`src/common/soc_pkg.sv`:
```
// Shared address map, widths and bus payload types of the SoC slice.
// Every access is a single beat, with no IDs, bursts or atomics.
// The address region field is 12 bits, so each target window sits in one 1 MiB region.
// periph_bytes must be a power of two.

package soc_pkg;

  // widths
  localparam int unsigned soc_addr_w    = 32;
  localparam int unsigned soc_data_w    = 128;
  localparam int unsigned soc_strb_w    = soc_data_w / 8;
  localparam int unsigned periph_data_w = 64;
  localparam int unsigned periph_strb_w = periph_data_w / 8;

  // address split used by the bus decoder
  localparam int unsigned soc_region_w = 12;
  localparam int unsigned soc_offset_w = soc_addr_w - soc_region_w;

  // address map
  localparam logic [soc_addr_w-1:0] l2_base     = 32'h1C00_0000;
  localparam logic [soc_addr_w-1:0] periph_base = 32'h1A10_0000;
  localparam int unsigned           periph_bytes = 4096;
  localparam int unsigned           periph_off_w = $clog2(periph_bytes);

  // peripheral register file
  localparam int unsigned periph_n_regs = 8;
  // JTAG identification code, read back through register 0
  localparam logic [periph_data_w-1:0] periph_idcode = 64'h0000_0000_2495_11C3;

  typedef struct packed {
    logic [soc_region_w-1:0] region;
    logic [soc_offset_w-1:0] offset;
  } soc_addr_fields_t;

  // raw byte address for the targets, region/offset view for the decoder
  typedef union packed {
    logic [soc_addr_w-1:0] raw;
    soc_addr_fields_t      field;
  } soc_addr_u;

  // 177 bits
  typedef struct packed {
    soc_addr_u               addr;
    logic                    we;
    logic [soc_data_w-1:0]   wdata;
    logic [soc_strb_w-1:0]   strb;
  } soc_req_t;

  // 129 bits
  typedef struct packed {
    logic [soc_data_w-1:0] rdata;
    logic                  err;
  } soc_rsp_t;

  // 85 bits
  typedef struct packed {
    logic [periph_off_w-1:0]  offset;
    logic                     we;
    logic [periph_data_w-1:0] wdata;
    logic [periph_strb_w-1:0] strb;
  } periph_req_t;

  // 65 bits
  typedef struct packed {
    logic [periph_data_w-1:0] rdata;
    logic                     err;
  } periph_rsp_t;

endpackage

```
`src/soc_bus/soc_bus_demux.sv`:
```
// Single-master bus decoder with one transaction in flight.
// L2 claims its region up to L2_BYTES, the peripheral path claims its whole region.
// Anything else is accepted at once and answered with an error and zero data.
// Request ready waits for request valid, so it is low while the host is idle.

`timescale 1ns/1ps

module soc_bus_demux #(
  parameter int unsigned L2_BYTES = 16384
) (
  input  logic              clk_i,
  input  logic              rst_i,

  input  soc_pkg::soc_req_t host_req_i,
  input  logic              host_req_valid_i,
  output logic              host_req_ready_o,
  output soc_pkg::soc_rsp_t host_rsp_o,
  output logic              host_rsp_valid_o,
  input  logic              host_rsp_ready_i,

  output soc_pkg::soc_req_t l2_req_o,
  output logic              l2_req_valid_o,
  input  logic              l2_req_ready_i,
  input  soc_pkg::soc_rsp_t l2_rsp_i,
  input  logic              l2_rsp_valid_i,
  output logic              l2_rsp_ready_o,

  output soc_pkg::soc_req_t pp_req_o,
  output logic              pp_req_valid_o,
  input  logic              pp_req_ready_i,
  input  soc_pkg::soc_rsp_t pp_rsp_i,
  input  logic              pp_rsp_valid_i,
  output logic              pp_rsp_ready_o
);

  localparam int unsigned rw  = soc_pkg::soc_region_w;
  localparam int unsigned msb = soc_pkg::soc_addr_w - 1;
  localparam logic [rw-1:0] l2_region = soc_pkg::l2_base[msb -: rw];
  localparam logic [rw-1:0] pp_region = soc_pkg::periph_base[msb -: rw];

  // target encodings
  localparam logic [1:0] sel_none = 2'd0;
  localparam logic [1:0] sel_l2   = 2'd1;
  localparam logic [1:0] sel_pp   = 2'd2;

  logic       busy_q;
  logic [1:0] sel_q;
  logic [1:0] sel_d;
  logic       idle;
  logic       hit_l2;
  logic       hit_pp;
  logic       tgt_ready;
  logic       accept;
  logic       rsp_done;

  // address decode
  assign hit_l2 = (host_req_i.addr.field.region == l2_region) &&
                  (32'(host_req_i.addr.field.offset) < L2_BYTES);
  assign hit_pp = (host_req_i.addr.field.region == pp_region);

  always_comb begin
    if (hit_l2) begin
      sel_d = sel_l2;
    end else if (hit_pp) begin
      sel_d = sel_pp;
    end else begin
      sel_d = sel_none;
    end
  end

  assign idle = ~busy_q;

  // payload goes to both targets, only valid is steered
  assign l2_req_o       = host_req_i;
  assign pp_req_o       = host_req_i;
  assign l2_req_valid_o = host_req_valid_i & idle & (sel_d == sel_l2);
  assign pp_req_valid_o = host_req_valid_i & idle & (sel_d == sel_pp);

  always_comb begin
    case (sel_d)
      sel_l2:  tgt_ready = l2_req_ready_i;
      sel_pp:  tgt_ready = pp_req_ready_i;
      default: tgt_ready = 1'b1;
    endcase
  end

  assign host_req_ready_o = host_req_valid_i & idle & tgt_ready;
  assign accept           = host_req_valid_i & host_req_ready_o;

  // response routing by the target latched at acceptance
  always_comb begin
    host_rsp_o.rdata = '0;
    host_rsp_o.err   = 1'b1;
    host_rsp_valid_o = busy_q;
    l2_rsp_ready_o   = 1'b0;
    pp_rsp_ready_o   = 1'b0;
    case (sel_q)
      sel_l2: begin
        host_rsp_o       = l2_rsp_i;
        host_rsp_valid_o = busy_q & l2_rsp_valid_i;
        l2_rsp_ready_o   = busy_q & host_rsp_ready_i;
      end
      sel_pp: begin
        host_rsp_o       = pp_rsp_i;
        host_rsp_valid_o = busy_q & pp_rsp_valid_i;
        pp_rsp_ready_o   = busy_q & host_rsp_ready_i;
      end
      default: begin
        // decode error, answered from here
      end
    endcase
  end

  assign rsp_done = host_rsp_valid_o & host_rsp_ready_i;

  always_ff @(posedge clk_i) begin
    if (rst_i) begin
      busy_q <= 1'b0;
      sel_q  <= sel_none;
    end else if (accept) begin
      busy_q <= 1'b1;
      sel_q  <= sel_d;
    end else if (rsp_done) begin
      busy_q <= 1'b0;
    end
  end

endmodule
```
`config.mk`:
```
export PLATFORM = sky130hd
export DESIGN_NAME = soc_bus_demux
export DESIGN_NICKNAME = d
export VERILOG_FILES = /design/src/common/soc_pkg.sv /design/src/soc_bus/soc_bus_demux.sv
export SDC_FILE = /design/constraint.sdc
export NUM_CORES = 1
export LEC_CHECK = 0
export BUFFER_PORTS_ARGS = -buffer_cell sky130_fd_sc_hd__buf_2
export CAP_MARGIN = 20
export CELL_PAD_IN_SITES_DETAIL_PLACEMENT = 0
export CELL_PAD_IN_SITES_GLOBAL_PLACEMENT = 1
export CORE_AREA = 4 4 365 367
export DETAILED_ROUTE_END_ITERATION = 16
export DIE_AREA = 0 0 369 371
export PLACE_DENSITY = 0.4
export SYNTH_ARGS = -nofsm -noshare
export SYNTH_HDL_FRONTEND = slang
export SYNTH_SLANG_ARGS = --single-unit
```
`constraint.sdc`:
```
create_clock -name clk_i -period 2.35 [get_ports clk_i]
set_input_delay 0.3525 -clock clk_i [delete_from_list [all_inputs] [get_ports clk_i]]
set_output_delay 0.3525 -clock clk_i [all_outputs]
set_load 0.02 [all_outputs]
```
After elaboration in Yosys (flattened, before gate mapping) --
Index checks and enable logic that the tools add are counted.
Cells by class: reductions and logical operators 2, $lt $le $gt $ge 1, bitwise gates (word level) 10, equality and inequality tests 6, multiplexer cells 9
Operators with widths (number):
- case mux 129 bit (2 select lines) | 1
- equality test 12 x 9 -> 1 bit (second input constant) | 2
- less-than comparator 20 x 15 -> 1 bit (second input constant) | 1
- AND 1 bit | 9
- equality test 2 x 1 -> 1 bit (second input constant) | 2
- equality test 2 bit (second input constant) | 2
- 2-to-1 mux 1 bit | 4
- 2-to-1 mux 2 bit | 2
- case mux 1 bit (2 select lines) | 2
- nonzero test 2 bit | 1
- logical AND 1 bit | 1
- NOT 1 bit | 1
Word-level totals: output and inout bits 489, bits in registers 3, input port bits 443, logic and storage cells 30

Depth between registers and ports, before layout --
Gate-level depths: netlist of the first run.
word-level depth 8, mapped depth 7, gate-level depth less buffers 6

Least setup slack after synthesis of the first run --
Ideal clock, no wire load.
path type reg2out, from reg sel_q[0], to out host_rsp_o[10] in the netlist's numbering, setup slack 0.343 ns, buffers on the path 3, required time 1.997 ns, arrival time 1.655 ns, stages on the path, launching flop included 8, cells stage by stage dfxtp_1 -> inv_1 -> ha_1 -> clkbuf_1 -> clkbuf_1 -> clkbuf_1 -> a22oi_1 -> nor2_1
RTL lines:
- start, declared | RTL line soc_bus_demux.sv:47 | logic [1:0] sel_q;
- start signal, assigned | RTL line soc_bus_demux.sv:119 | sel_q <= sel_none;
- start signal, assigned | RTL line soc_bus_demux.sv:122 | sel_q <= sel_d;
- end, declared | RTL line soc_bus_demux.sv:17 | output soc_pkg::soc_rsp_t host_rsp_o,

Worst setup path in the final report of the first run --
from in host_req_i[161] in the netlist's numbering, to out l2_req_valid_o
Between the ends: word-level cells in the longest chain between the ends 5
RTL lines:
- start, declared | RTL line soc_bus_demux.sv:14 | input soc_pkg::soc_req_t host_req_i,
- less-than comparator 20 x 15 -> 1 bit | RTL line soc_bus_demux.sv:58 | (32'(host_req_i.addr.field.offset) < L2_BYTES);
- logical AND 1 bit | RTL line soc_bus_demux.sv:57 | assign hit_l2 = (host_req_i.addr.field.region == l2_region) &&
- 2-to-1 mux 2 bit | RTL line soc_bus_demux.sv:62 | if (hit_l2) begin
- equality test 2 x 1 -> 1 bit | RTL line soc_bus_demux.sv:76 | assign l2_req_valid_o = host_req_valid_i & idle & (sel_d == sel_l2);
- AND 1 bit | RTL line soc_bus_demux.sv:76
- end, declared | RTL line soc_bus_demux.sv:22 | output logic l2_req_valid_o,
Every way passes these cells.

==> results by group, run 1 <==
Status
  – Outcome: finished, final reports clean

STA
  – Fmax achieved: 438 MHz
  – Clock skew: 0.00192 ns
  – Final setup fails: 0
  – Pins Over Slew Limit: 0
  – Fin crit period: 2.28 ns
  – Tcrit/Tclk final: 97.1%
  – RSZ-0062 raised after global routing: no
  – Fin Setup TNS: 0 ns
  – Slew Limit Headroom: 70.4%
  – Final hold vios: 0
  – Worst Tran Pin Value: 0.445 ns

Placed design
  – GPL Wtd Cong: 0.725
  – IO Port Bufs: 454
  – HPWL after detailed placement: 68300 µm
  – Dpl cell area: 0.00673 mm²

Worst setup path
  – Critical path launch point type: primary input
  – Critical path class: in -> out
  – Worst Path Arrival: 1.93 ns
  – Data required, critical path: 2.00 ns
  – Worst Reg-to-Reg Cells: 7
  – Reg2Reg Setup Slack: 0.69 ns
  – Critical Path Sink Type: primary output
  – Crit Reg-Reg Endpoint: busy_q
  – CP max FO: 3
  – RR Startpoint: sel_q[0]

Routing
  – Routed WL per cell: 28.6 µm
  – ANT nets after route: 0
  – Post-route DRC violation count: 0
  – Iter 0 DRT Violations: 270
  – Via count: 5376
  – Routed vias/inst: 2.13
  – Initial DRT Pass Iterations: 5
  – Final WL: 72400 µm

Power and ir drop
  – Logic pwr share: 66.1%
  – Switching power total: 407 µW
  – Internal Power: 554 µW
  – Total power: 961 µW
  – Pleak: 0.00250 µW
  – Sw frac: 42.3%
  – Power Density: 140 mW/mm²
  – Clock Power Share: 28.0%
  – Max IR drop VDD: 0.192 mV
  – Seq pwr share: 5.9%

Synthesis
  – Asr flop ratio synth: 0%
  – Warnings, synthesis: 0
  – Most frequent cell after synthesis: buf_4
  – Top cell type's share of synthesized area: 58.0%
  – Seq/Total Area, Yosys: 1.31%
  – Syn_nets: 1140
  – Ranking of synthesized cells by area: buf_4, a22oi_1, nor2_1
  – Mapped cell area: 0.00458 mm²
  – Netlist cell types: 27
  – EDFF count, synth: 0
  – Average cell area after synthesis: 6.59 µm²
  – Post-synthesis register bit count: 3
  – Yosys top cell by area: buf_4
  – Cells after Synth: 695
  – Synth cell count leaders: buf_4, nor2_1, a22oi_1
  – Synth Flop Type: dfxtp_1

Floorplanning
  – Initial Util: 3.54%
  – Die height: 371 µm
  – CORE AREA: 0.129 mm²
  – Die extent in x: 369 µm
  – FP Rows: 132
  – Io pins: 932
  – DIE AREA: 0.137 mm²

GRT
  – Vias in the first global route: 5160
  – Initial antenna violation count: 89
  – Total Routing Usage GR: 9.91%
  – First-pass GRT wire length: 82200 µm
  – Pin count of the biggest net entering global routing: 51
  – Remaining Overflow, GRT: 0

CTS
  – Total CTS buffers: 3
  – CTS tree: built
  – CTS root buf: clkbuf_16
  – H-tree Lvls: 1
  – Post-CTS setup buffers: 0
  – Clock-pin slew on the worst setup and hold paths: 0.03 ns
  – Clock latency on the worst-skew pair: 0.22 ns
  – # hold bufs at CTS: 0
  – Max Root-Sink Buffers: 2
  – Clk sinks: 3

Final layout
  – Cell area after layout: 0.00688 mm²
  – Layout area overhead: 50.1%
  – Fill count: 15600
  – Share of cells above drive strength 1: 63.1%
  – Final #Nets: 1223
  – Multi-input gate area: 0.00175 mm²
  – Seq. cell area: 60.1 µm²

Hold path
  – Min-delay src: rst_i
  – Hold path cells: 2
  – Min-Delay Endpoint: sel_q[0]
  – Min-delay worst type: in -> reg

Flow run
  – Total of max-cap violations: 0
-- sequential cells by signal, indices dropped and copies added, names as in the netlist --
signal / flops
sel_q: 2
busy_q: 1
-- cell type report --
type / instances / share of cell area (%)
repair buffers: 475 / 40.2
well taps: 1742 / 31.7
flip-flops and latches: 3 / 0.873
multi-input cells: 291 / 25.5
diodes: 10 / 0.364
inverters: 4 / 0.218
clock buffers: 4 / 1.15
-- how the worst max path moves through the flow --
stage               startpoint  slack (ns)        endpoint  depth (start not counted)
3_3_place_gp   host_req_i[161]       -0.56  l2_req_valid_o                          6
4_1_cts               sel_q[0]      -0.004  host_rsp_o[65]                          7
2_1_floorplan         sel_q[0]        0.34  host_rsp_o[10]                          7
5_1_grt               sel_q[1]       0.006  host_rsp_o[82]                          7
6_report       host_req_i[161]        0.07  l2_req_valid_o                          6
3_5_place_dp   host_req_i[161]       -0.51  l2_req_valid_o                          6
-- metal layers --
layer | track usage, % | part of all wire (%) | vias to the layer above
met5 | 0 | 0.10 | -
met4 | 1.74 | 2.9 | 10
met3 | 9.84 | 22 | 188
met2 | 14.7 | 41 | 726
met1 | 10.1 | 34 | 2302
li1 | - | - | 2150
-- what timing repair did --
action                     4_1_cts  5_1_grt
hold endpoints to repair         0        0
gates resized for setup          8        2
setup endpoints to repair        7        2
pin swaps                        1        1
-- worst max-delay path: stages --
cell     delay, ns
buf_2         0.13
nor4_4        0.45
nand2_2       0.16
or4_4         0.52
nor2_1        0.13
buf_4         0.18
-- logic make-up (layout without fill, tap and decap cells) --
| family | count (synthesis) | after routing | share of synthesized area [%] |
|---|---|---|---|
| AOI/OAI and AO/OA | 137 | 137 | 22.4 |
| adders and majority gates | 2 | 2 | 0.546 |
| buffers and inverters | 401 | 483 | 61.9 |
| DFF | 3 | 3 | 1.31 |
| other | 0 | 10 | 0 |
| and+or+nand+nor | 152 | 152 | 13.9 |
-- metrics by stage --
stage               cells  setup WS (ns)  utilization (%)  hold slack, ns
floorplan             695          0.343                -           0.415
global placement     2515         -0.563             5.20           0.522
detailed placement   2515         -0.510             5.20           0.526
CTS                  2519       -0.00401             5.29           0.335
global route         2519        0.00635             5.29           0.353
finish               2529         0.0680             5.31           0.339
-- power groups by stage --
| stage | combinational (µW) | clock (µW) | sequential (µW) |
|---|---|---|---|
| 6_report | 635 | 269 | 56.5 |
| 5_1_grt | 697 | 279 | 56.8 |
| 4_1_cts | 655 | 272 | 56.5 |
| 3_5_place_dp | 647 | 0 | 57.1 |
| 3_3_place_gp | 644 | 0 | 57.0 |
| 2_1_floorplan | 1010 | 0 | 55.6 |
-- placed cells by master, fill, tap and decap left out, types with 3 or more instances in the layout --
cell       instances
a22oi_2            4
buf_2            440
buf_4             11
dfxtp_1            3
nor2b_1            4
diode_2           10
nand2b_1           3
inv_1              4
a22oi_1          124
buf_12            24
nor2_1           130
clkbuf_16          3
Note: power is estimated with default switching activity, not from simulation.
==> run 2, diff against run 1 <==
==> constraint.sdc (replaced) <==
create_clock -name clk_i -period 2.35 [get_ports clk_i]
set_input_delay 0.3525 -clock clk_i [delete_from_list [all_inputs] [get_ports clk_i]]
set_output_delay 0.3525 -clock clk_i [all_outputs]
set_load 0.1 [all_outputs]
==> run 2 against run 1 <==
  * Core utilization rose by 1.9 points
  * Critical path depth is the same
  * Via count is 0.15% lower
  * Design area grew 35%
  * Highest routed layer unchanged
==> results by group, run 2 (synthesis results as in run 1) <==
Routing
  – Via count: 5368
  – Final WL: 65900 µm
  – ANT nets after route: 0
  – Routed WL per cell: 26.0 µm
  – Post-route DRC violation count: 0
  – Routed vias/inst: 2.12
  – Iter 0 DRT Violations: 272
  – Initial DRT Pass Iterations: 4

CTS
  – Clock-pin slew on the worst setup and hold paths: 0.03 ns
  – Max Root-Sink Buffers: 2
  – Clock latency on the worst-skew pair: 0.22 ns
  – CTS tree: built
  – CTS root buf: clkbuf_16
  – # hold bufs at CTS: 0
  – H-tree Lvls: 1
  – Total CTS buffers: 3
  – Clk sinks: 3

Floorplanning
  – Die extent in x: 369 µm
  – Die height: 371 µm
  – DIE AREA: 0.137 mm²
  – Initial Util: 3.54%
  – FP Rows: 132
  – CORE AREA: 0.129 mm²
  – Io pins: 932

STA
  – Slew Limit Headroom: 58.9%
  – Fmax achieved: 439 MHz
  – Pins Over Slew Limit: 0
  – Final setup fails: 0
  – Fin Setup TNS: 0 ns
  – RSZ-0062 raised after global routing: no
  – Final hold vios: 0
  – Clock skew: 0.00119 ns
  – Fin crit period: 2.28 ns
  – Tcrit/Tclk final: 97.0%
  – Worst Tran Pin Value: 0.621 ns

GRT
  – Pin count of the biggest net entering global routing: 51
  – Vias in the first global route: 5258
  – Initial antenna violation count: 82
  – Remaining Overflow, GRT: 0
  – Total Routing Usage GR: 9.03%
  – First-pass GRT wire length: 76400 µm

Final layout
  – Layout area overhead: 103%
  – Seq. cell area: 60.1 µm²
  – Regs by FF count: sel_q: 2 flops, busy_q: 1 flops
  – Fill count: 15300
  – Max reg flops: 2
  – Multi-input gate area: 0.00228 mm²
  – Most common library cell in the layout ignoring fill and taps: buf_2
  – Final #Nets: 1232
  – Most frequent cells in the layout: buf_2, buf_12, a22oi_1, nor2_4, nor2_1
  – Share of cells above drive strength 1: 74.8%
  – Layout Cells excl Fill: 2532
  – Biggest register: sel_q
  – Cell area after layout: 0.00930 mm²

Worst setup path
  – Critical Path Sink Type: primary output
  – Data required, critical path: 2.00 ns
  – Critical path launch point type: flop
  – Critical path class: reg -> out
  – Slowest cell delay on critical path: 0.44 ns
  – CP max FO: 37
  – Cell family with most CP delay: buffers and inverters
  – Slowest CP cell: a22oi_1
  – Crit path cell chain: inv_1, ha_4, buf_12, a22oi_1, nor2_2, buf_12
  – CP bufs+invs: 3
  – Critical Path Most Common Cell: buf_12
  – Worst Path Arrival: 1.93 ns

Hold path
  – Min-delay worst type: in -> reg

Power and ir drop
  – Power Density: 144 mW/mm²
  – Max IR drop VDD: 0.153 mV
  – Pleak: 0.00287 µW

Placed design
  – IO Port Bufs: 454
  – DP Cell Count: 2523
  – HPWL after detailed placement: 62800 µm
  – Dpl cell area: 0.00919 mm²
  – GPL Wtd Cong: 0.733

Flow run
  – Total of max-cap violations: 0

Status
  – Outcome: finished, final reports clean
[run 2: changes by cell type in the layout (fill, tap and decap cells not counted), moves of 3 or more]
cell     before  now
nor2_2        1   27
buf_12       24  147
nor2_4        0   65
a22oi_2       4    1
a22oi_1     124  127
buf_4        11   17
nor2_1      130   39
buf_2       440  320
diode_2      10    4
[run 2: timing repair]
| action | 4_1_cts | 5_1_grt |
|---|---|---|
| buffers inserted | 0 | 1 |
| gates resized for setup | 0 | 3 |
| endpoints found under the hold margin | 0 | 0 |
| endpoints found under the setup margin | 0 | 6 |
[run 2: stage by stage]
stage | setup WS [ns] | power [µW] | utilization [%] | hold slack, ns
final | 0.0712 | 1340 | 7.18 | 0.367
after global routing | 0.00123 | 1410 | 7.17 | 0.371
after CTS | 0.0352 | 1360 | 7.16 | 0.365
after detailed placement | 0.160 | 1090 | 7.10 | 0.516
after global placement | 0.120 | 1090 | 7.10 | 0.537
after floorplan | -0.627 | 3160 | - | 0.415
[run 2: final timing paths]
| path | from | endpoint | slack [ns] | cells after the start |
|---|---|---|---|---|
| max | sel_q[0] | host_rsp_o[10] | 0.07 | 6 |
| min | rst_i | sel_q[0] | 0.37 | 2 |
| max reg2reg | sel_q[0] | busy_q | 0.46 | 8 |
| min reg2reg | sel_q[0] | sel_q[0] | 0.52 | 2 |
[run 2: per-layer routing]
layer / vias to the layer above / global-route usage, % / wire length [µm]
met5: - / 0 / 40
met4: 6 / 1.59 / 1960
met3: 187 / 7.53 / 12700
met2: 723 / 13.8 / 27800
met1: 2280 / 9.72 / 23500
li1: 2172 / - / -
[run 2: final cells by class]
| class | count | share of cell area, % |
|---|---|---|
| inverter | 4 | 0.161 |
| multi-input combinational | 291 | 24.5 |
| timing repair buffer | 484 | 50.2 |
| clock buffer | 4 | 0.848 |
| antenna | 4 | 0.108 |
| tap | 1742 | 23.4 |
| sequential | 3 | 0.646 |
[run 2: power by group]
| group | switching, µW | internal [µW] |
|---|---|---|
| Clock | 45.9 | 224 |
| Sequential | 6.12 | 53.5 |
| Combinational | 690 | 324 |
| Total | 742 | 602 |
==> run 3, diff against run 2 <==
--- a/config.mk
+++ b/config.mk
@@ -5,14 +5,15 @@
 export SDC_FILE = /design/constraint.sdc
 export NUM_CORES = 1
 export LEC_CHECK = 0
+export ABC_AREA = 1
 export BUFFER_PORTS_ARGS = -buffer_cell sky130_fd_sc_hd__buf_2
 export CAP_MARGIN = 20
 export CELL_PAD_IN_SITES_DETAIL_PLACEMENT = 0
 export CELL_PAD_IN_SITES_GLOBAL_PLACEMENT = 1
-export CORE_AREA = 4 4 365 367
+export CORE_AREA = 2 2 359 361
 export DETAILED_ROUTE_END_ITERATION = 16
-export DIE_AREA = 0 0 369 371
-export PLACE_DENSITY = 0.4
+export DIE_AREA = 0 0 361 363
+export PLACE_DENSITY = 0.41
 export SYNTH_ARGS = -nofsm -noshare
 export SYNTH_HDL_FRONTEND = slang
 export SYNTH_SLANG_ARGS = --single-unit
==> run 3 against run 2 <==
  * Clock skew rose by 0.0060 ns
  * Register-to-register slack improved by 0.32 ns
  * Sequential power fell by 6.5%
  * Design area fell by 4.0%
  * Count of clock-buffer cells in the layout did not move
  * Routed wire length fell by 16%
  * Global-route usage fell by 1.1 points
  * Critical path depth did not move
  * Critical endpoint is now host_rsp_o[38]
  * Highest routed layer unchanged
==> results by group, run 3 <==
Synthesis
  – Asr flop ratio synth: 0%
  – Most frequent cell after synthesis: buf_4
  – EDFF count, synth: 0
  – Mapped cell area: 0.00482 mm²
  – Average cell area after synthesis: 5.73 µm²
  – Cells after Synth: 842
  – Syn_nets: 1287
  – Netlist cell types: 20
  – Warnings, synthesis: 0
  – Post-synthesis register bit count: 3
  – Synth Flop Type: dfxtp_1
  – Top cell type's share of synthesized area: 55.3%
  – Yosys top cell by area: buf_4
  – Ranking of synthesized cells by area: buf_4, nand2_1, a21oi_1
  – Seq/Total Area, Yosys: 1.25%
  – Synth cell count leaders: buf_4, nand2_1, a21oi_1

Placed design
  – IO Port Bufs: 454
  – HPWL after detailed placement: 51000 µm
  – GPL Wtd Cong: 0.669

STA
  – RSZ-0062 raised after global routing: no
  – Worst Tran Pin Value: 0.510 ns
  – Slew Limit Headroom: 66.2%
  – Fmax achieved: 435 MHz
  – Final hold vios: 0
  – Fin crit period: 2.30 ns
  – Clock skew: 0.00717 ns
  – Pins Over Slew Limit: 0
  – Tcrit/Tclk final: 97.9%
  – Final setup fails: 0

Routing
  – Initial DRT Pass Iterations: 6
  – Final WL: 55500 µm
  – Via count: 5754
  – ANT nets after route: 0
  – Routed WL per cell: 21.4 µm
  – Routed vias/inst: 2.22
  – Iter 0 DRT Violations: 208
  – Post-route DRC violation count: 0

Worst setup path
  – Critical Path Most Common Cell: buf_12
  – Reg2Reg Setup Slack: 0.78 ns
  – Critical path launch point type: flop
  – Critical Path Sink Type: primary output
  – Worst Reg-to-Reg Cells: 6
  – Crit path cell chain: inv_1, ha_4, buf_12, buf_4, a21oi_1, buf_12
  – Crit Reg-Reg Endpoint: busy_q
  – Slowest cell delay on critical path: 0.40 ns
  – CP max FO: 10
  – Data required, critical path: 2.00 ns
  – RR Startpoint: sel_q[0]
  – Crit path launch: sel_q[0]
  – Slowest CP cell: dfxtp_1
  – Worst setup endpoint: host_rsp_o[38]
  – Critical path class: reg -> out
  – Worst Path Arrival: 1.95 ns

CTS
  – # hold bufs at CTS: 0
  – Clock latency on the worst-skew pair: 0.23 ns
  – Clock-pin slew on the worst setup and hold paths: 0.03 ns
  – H-tree Lvls: 1
  – Clk sinks: 3
  – Max Root-Sink Buffers: 2
  – CTS tree: built
  – CTS root buf: clkbuf_16
  – Post-CTS setup buffers: 0
  – Total CTS buffers: 3

GRT
  – Pin count of the biggest net entering global routing: 60
  – First-pass GRT wire length: 66900 µm
  – Remaining Overflow, GRT: 0
  – Total Routing Usage GR: 7.91%
  – Vias in the first global route: 5653
  – Initial antenna violation count: 55

Floorplanning
  – Die extent in x: 361 µm
  – Io pins: 932
  – Initial Util: 3.80%
  – DIE AREA: 0.131 mm²
  – FP Rows: 131
  – Die height: 363 µm
  – CORE AREA: 0.127 mm²

Final layout
  – Most frequent cells in the layout: buf_2, nand2_1, buf_12, a21oi_1, a21oi_2
  – Biggest register: sel_q
  – Final #Nets: 1377
  – Share of cells above drive strength 1: 58.0%
  – Layout area overhead: 85.1%
  – Most common library cell in the layout ignoring fill and taps: buf_2
  – Core Util, Final: 7.03%
  – Regs by FF count: sel_q: 2 flops, busy_q: 1 flops
  – Fill count: 15000
  – Max reg flops: 2

Status
  – Outcome: finished, final reports clean

Power and ir drop
  – Max IR drop VDD: 0.117 mV
  – Power Density: 173 mW/mm²
  – Total power: 1540 µW
  – Pleak: 0.00297 µW

Flow run
  – Total of max-cap violations: 0

Hold path
  – Min-delay worst type: in -> reg
==> run 3: changes by cell type after synthesis, sizes merged, moves of 2 or more <==
cell    delta
clkbuf    -38
inv       +12
a22oi    -128
a21oi    +129
nor2b      -4
buf       +37
nand2b     -3
nand3      +6
nand2    +264
or3        -2
nor2     -117
==> run 3: through the flow <==
| step | worst slack (ns) | cells | setup TNS (ns) | hold slack, ns | instance area (µm²) |
|---|---|---|---|---|---|
| 6_report | 0.0501 | 2594 | 0 | 0.338 | 8930 |
| 5_1_grt | 0.00177 | 2593 | 0 | 0.346 | 8920 |
| 4_1_cts | 0.00706 | 2593 | 0 | 0.343 | 8880 |
| 3_5_place_dp | 0.125 | 2589 | 0 | 0.487 | 8780 |
| 3_3_place_gp | 0.120 | 2589 | 0 | 0.496 | 8780 |
| 2_1_floorplan | -0.530 | 842 | -50.39 | 0.415 | 4940 |
==> run 3: kinds of logic (layout without fill, tap and decap cells) <==
family          count (synthesis)  count (layout)  synth area share (%)
buf+inv                       412             501                  60.6
simple gates                  291             291                  23.4
compound gates                134             134                  14.2
flops                           3               3                  1.25
fa+ha+maj                       2               2                 0.519
other cells                     0               1                     0
==> run 3: cell type report <==
cell class	instances	area, µm²	share of cell area (%)
timing repair buffer	481	4600	51.6
tap	1662	2080	23.3
multi-input combinational	427	2040	22.9
clock buffer	4	78.8	0.883
sequential	3	60.1	0.673
inverter	16	60.1	0.673
antenna	1	2.50	0.0280
==> run 3: worst min path at each step <==
stage | start | endpoint | slack (ns) | cells past startpoint
global placement | busy_q | busy_q | 0.50 | 2
floorplan | rst_i | sel_q[0] | 0.41 | 1
CTS | rst_i | sel_q[0] | 0.34 | 2
global route | rst_i | sel_q[0] | 0.35 | 2
finish | rst_i | sel_q[0] | 0.34 | 2
detailed placement | busy_q | busy_q | 0.49 | 2
==> run 3: where the power goes <==
| group | switching (µW) | internal [µW] | leakage [µW] | total [µW] |
|---|---|---|---|---|
| Combinational | 838 | 374 | 0.00291 | 1210 |
| Sequential | 1.93 | 53.8 | 0.0000246 | 55.7 |
| Clock | 49.3 | 224 | 0.0000382 | 274 |
==> run 3: metal layers <==
metal | vias up | track usage [%] | wire length [µm]
met5 | - | 1.38 | 238
met4 | 6 | 1.43 | 1570
met3 | 150 | 5.37 | 8670
met2 | 702 | 11.8 | 23300
met1 | 2448 | 9.25 | 21800
li1 | 2448 | - | -
==> run 3: repair_timing <==
action                                  4_1_cts  5_1_grt
endpoints found under the hold margin         0        0
pin swaps                                     0        0
gates resized for setup                       6       10
endpoints found under the setup margin        5       10
==> run 3: worst max-delay path: cells and delay by family (launching register included) <==
kind,cells,cell delay [ns]
AOI/OAI and AO/OA,1,0.33
adders and majority gates,1,0.27
DFF,1,0.40
buffers and inverters,4,0.67
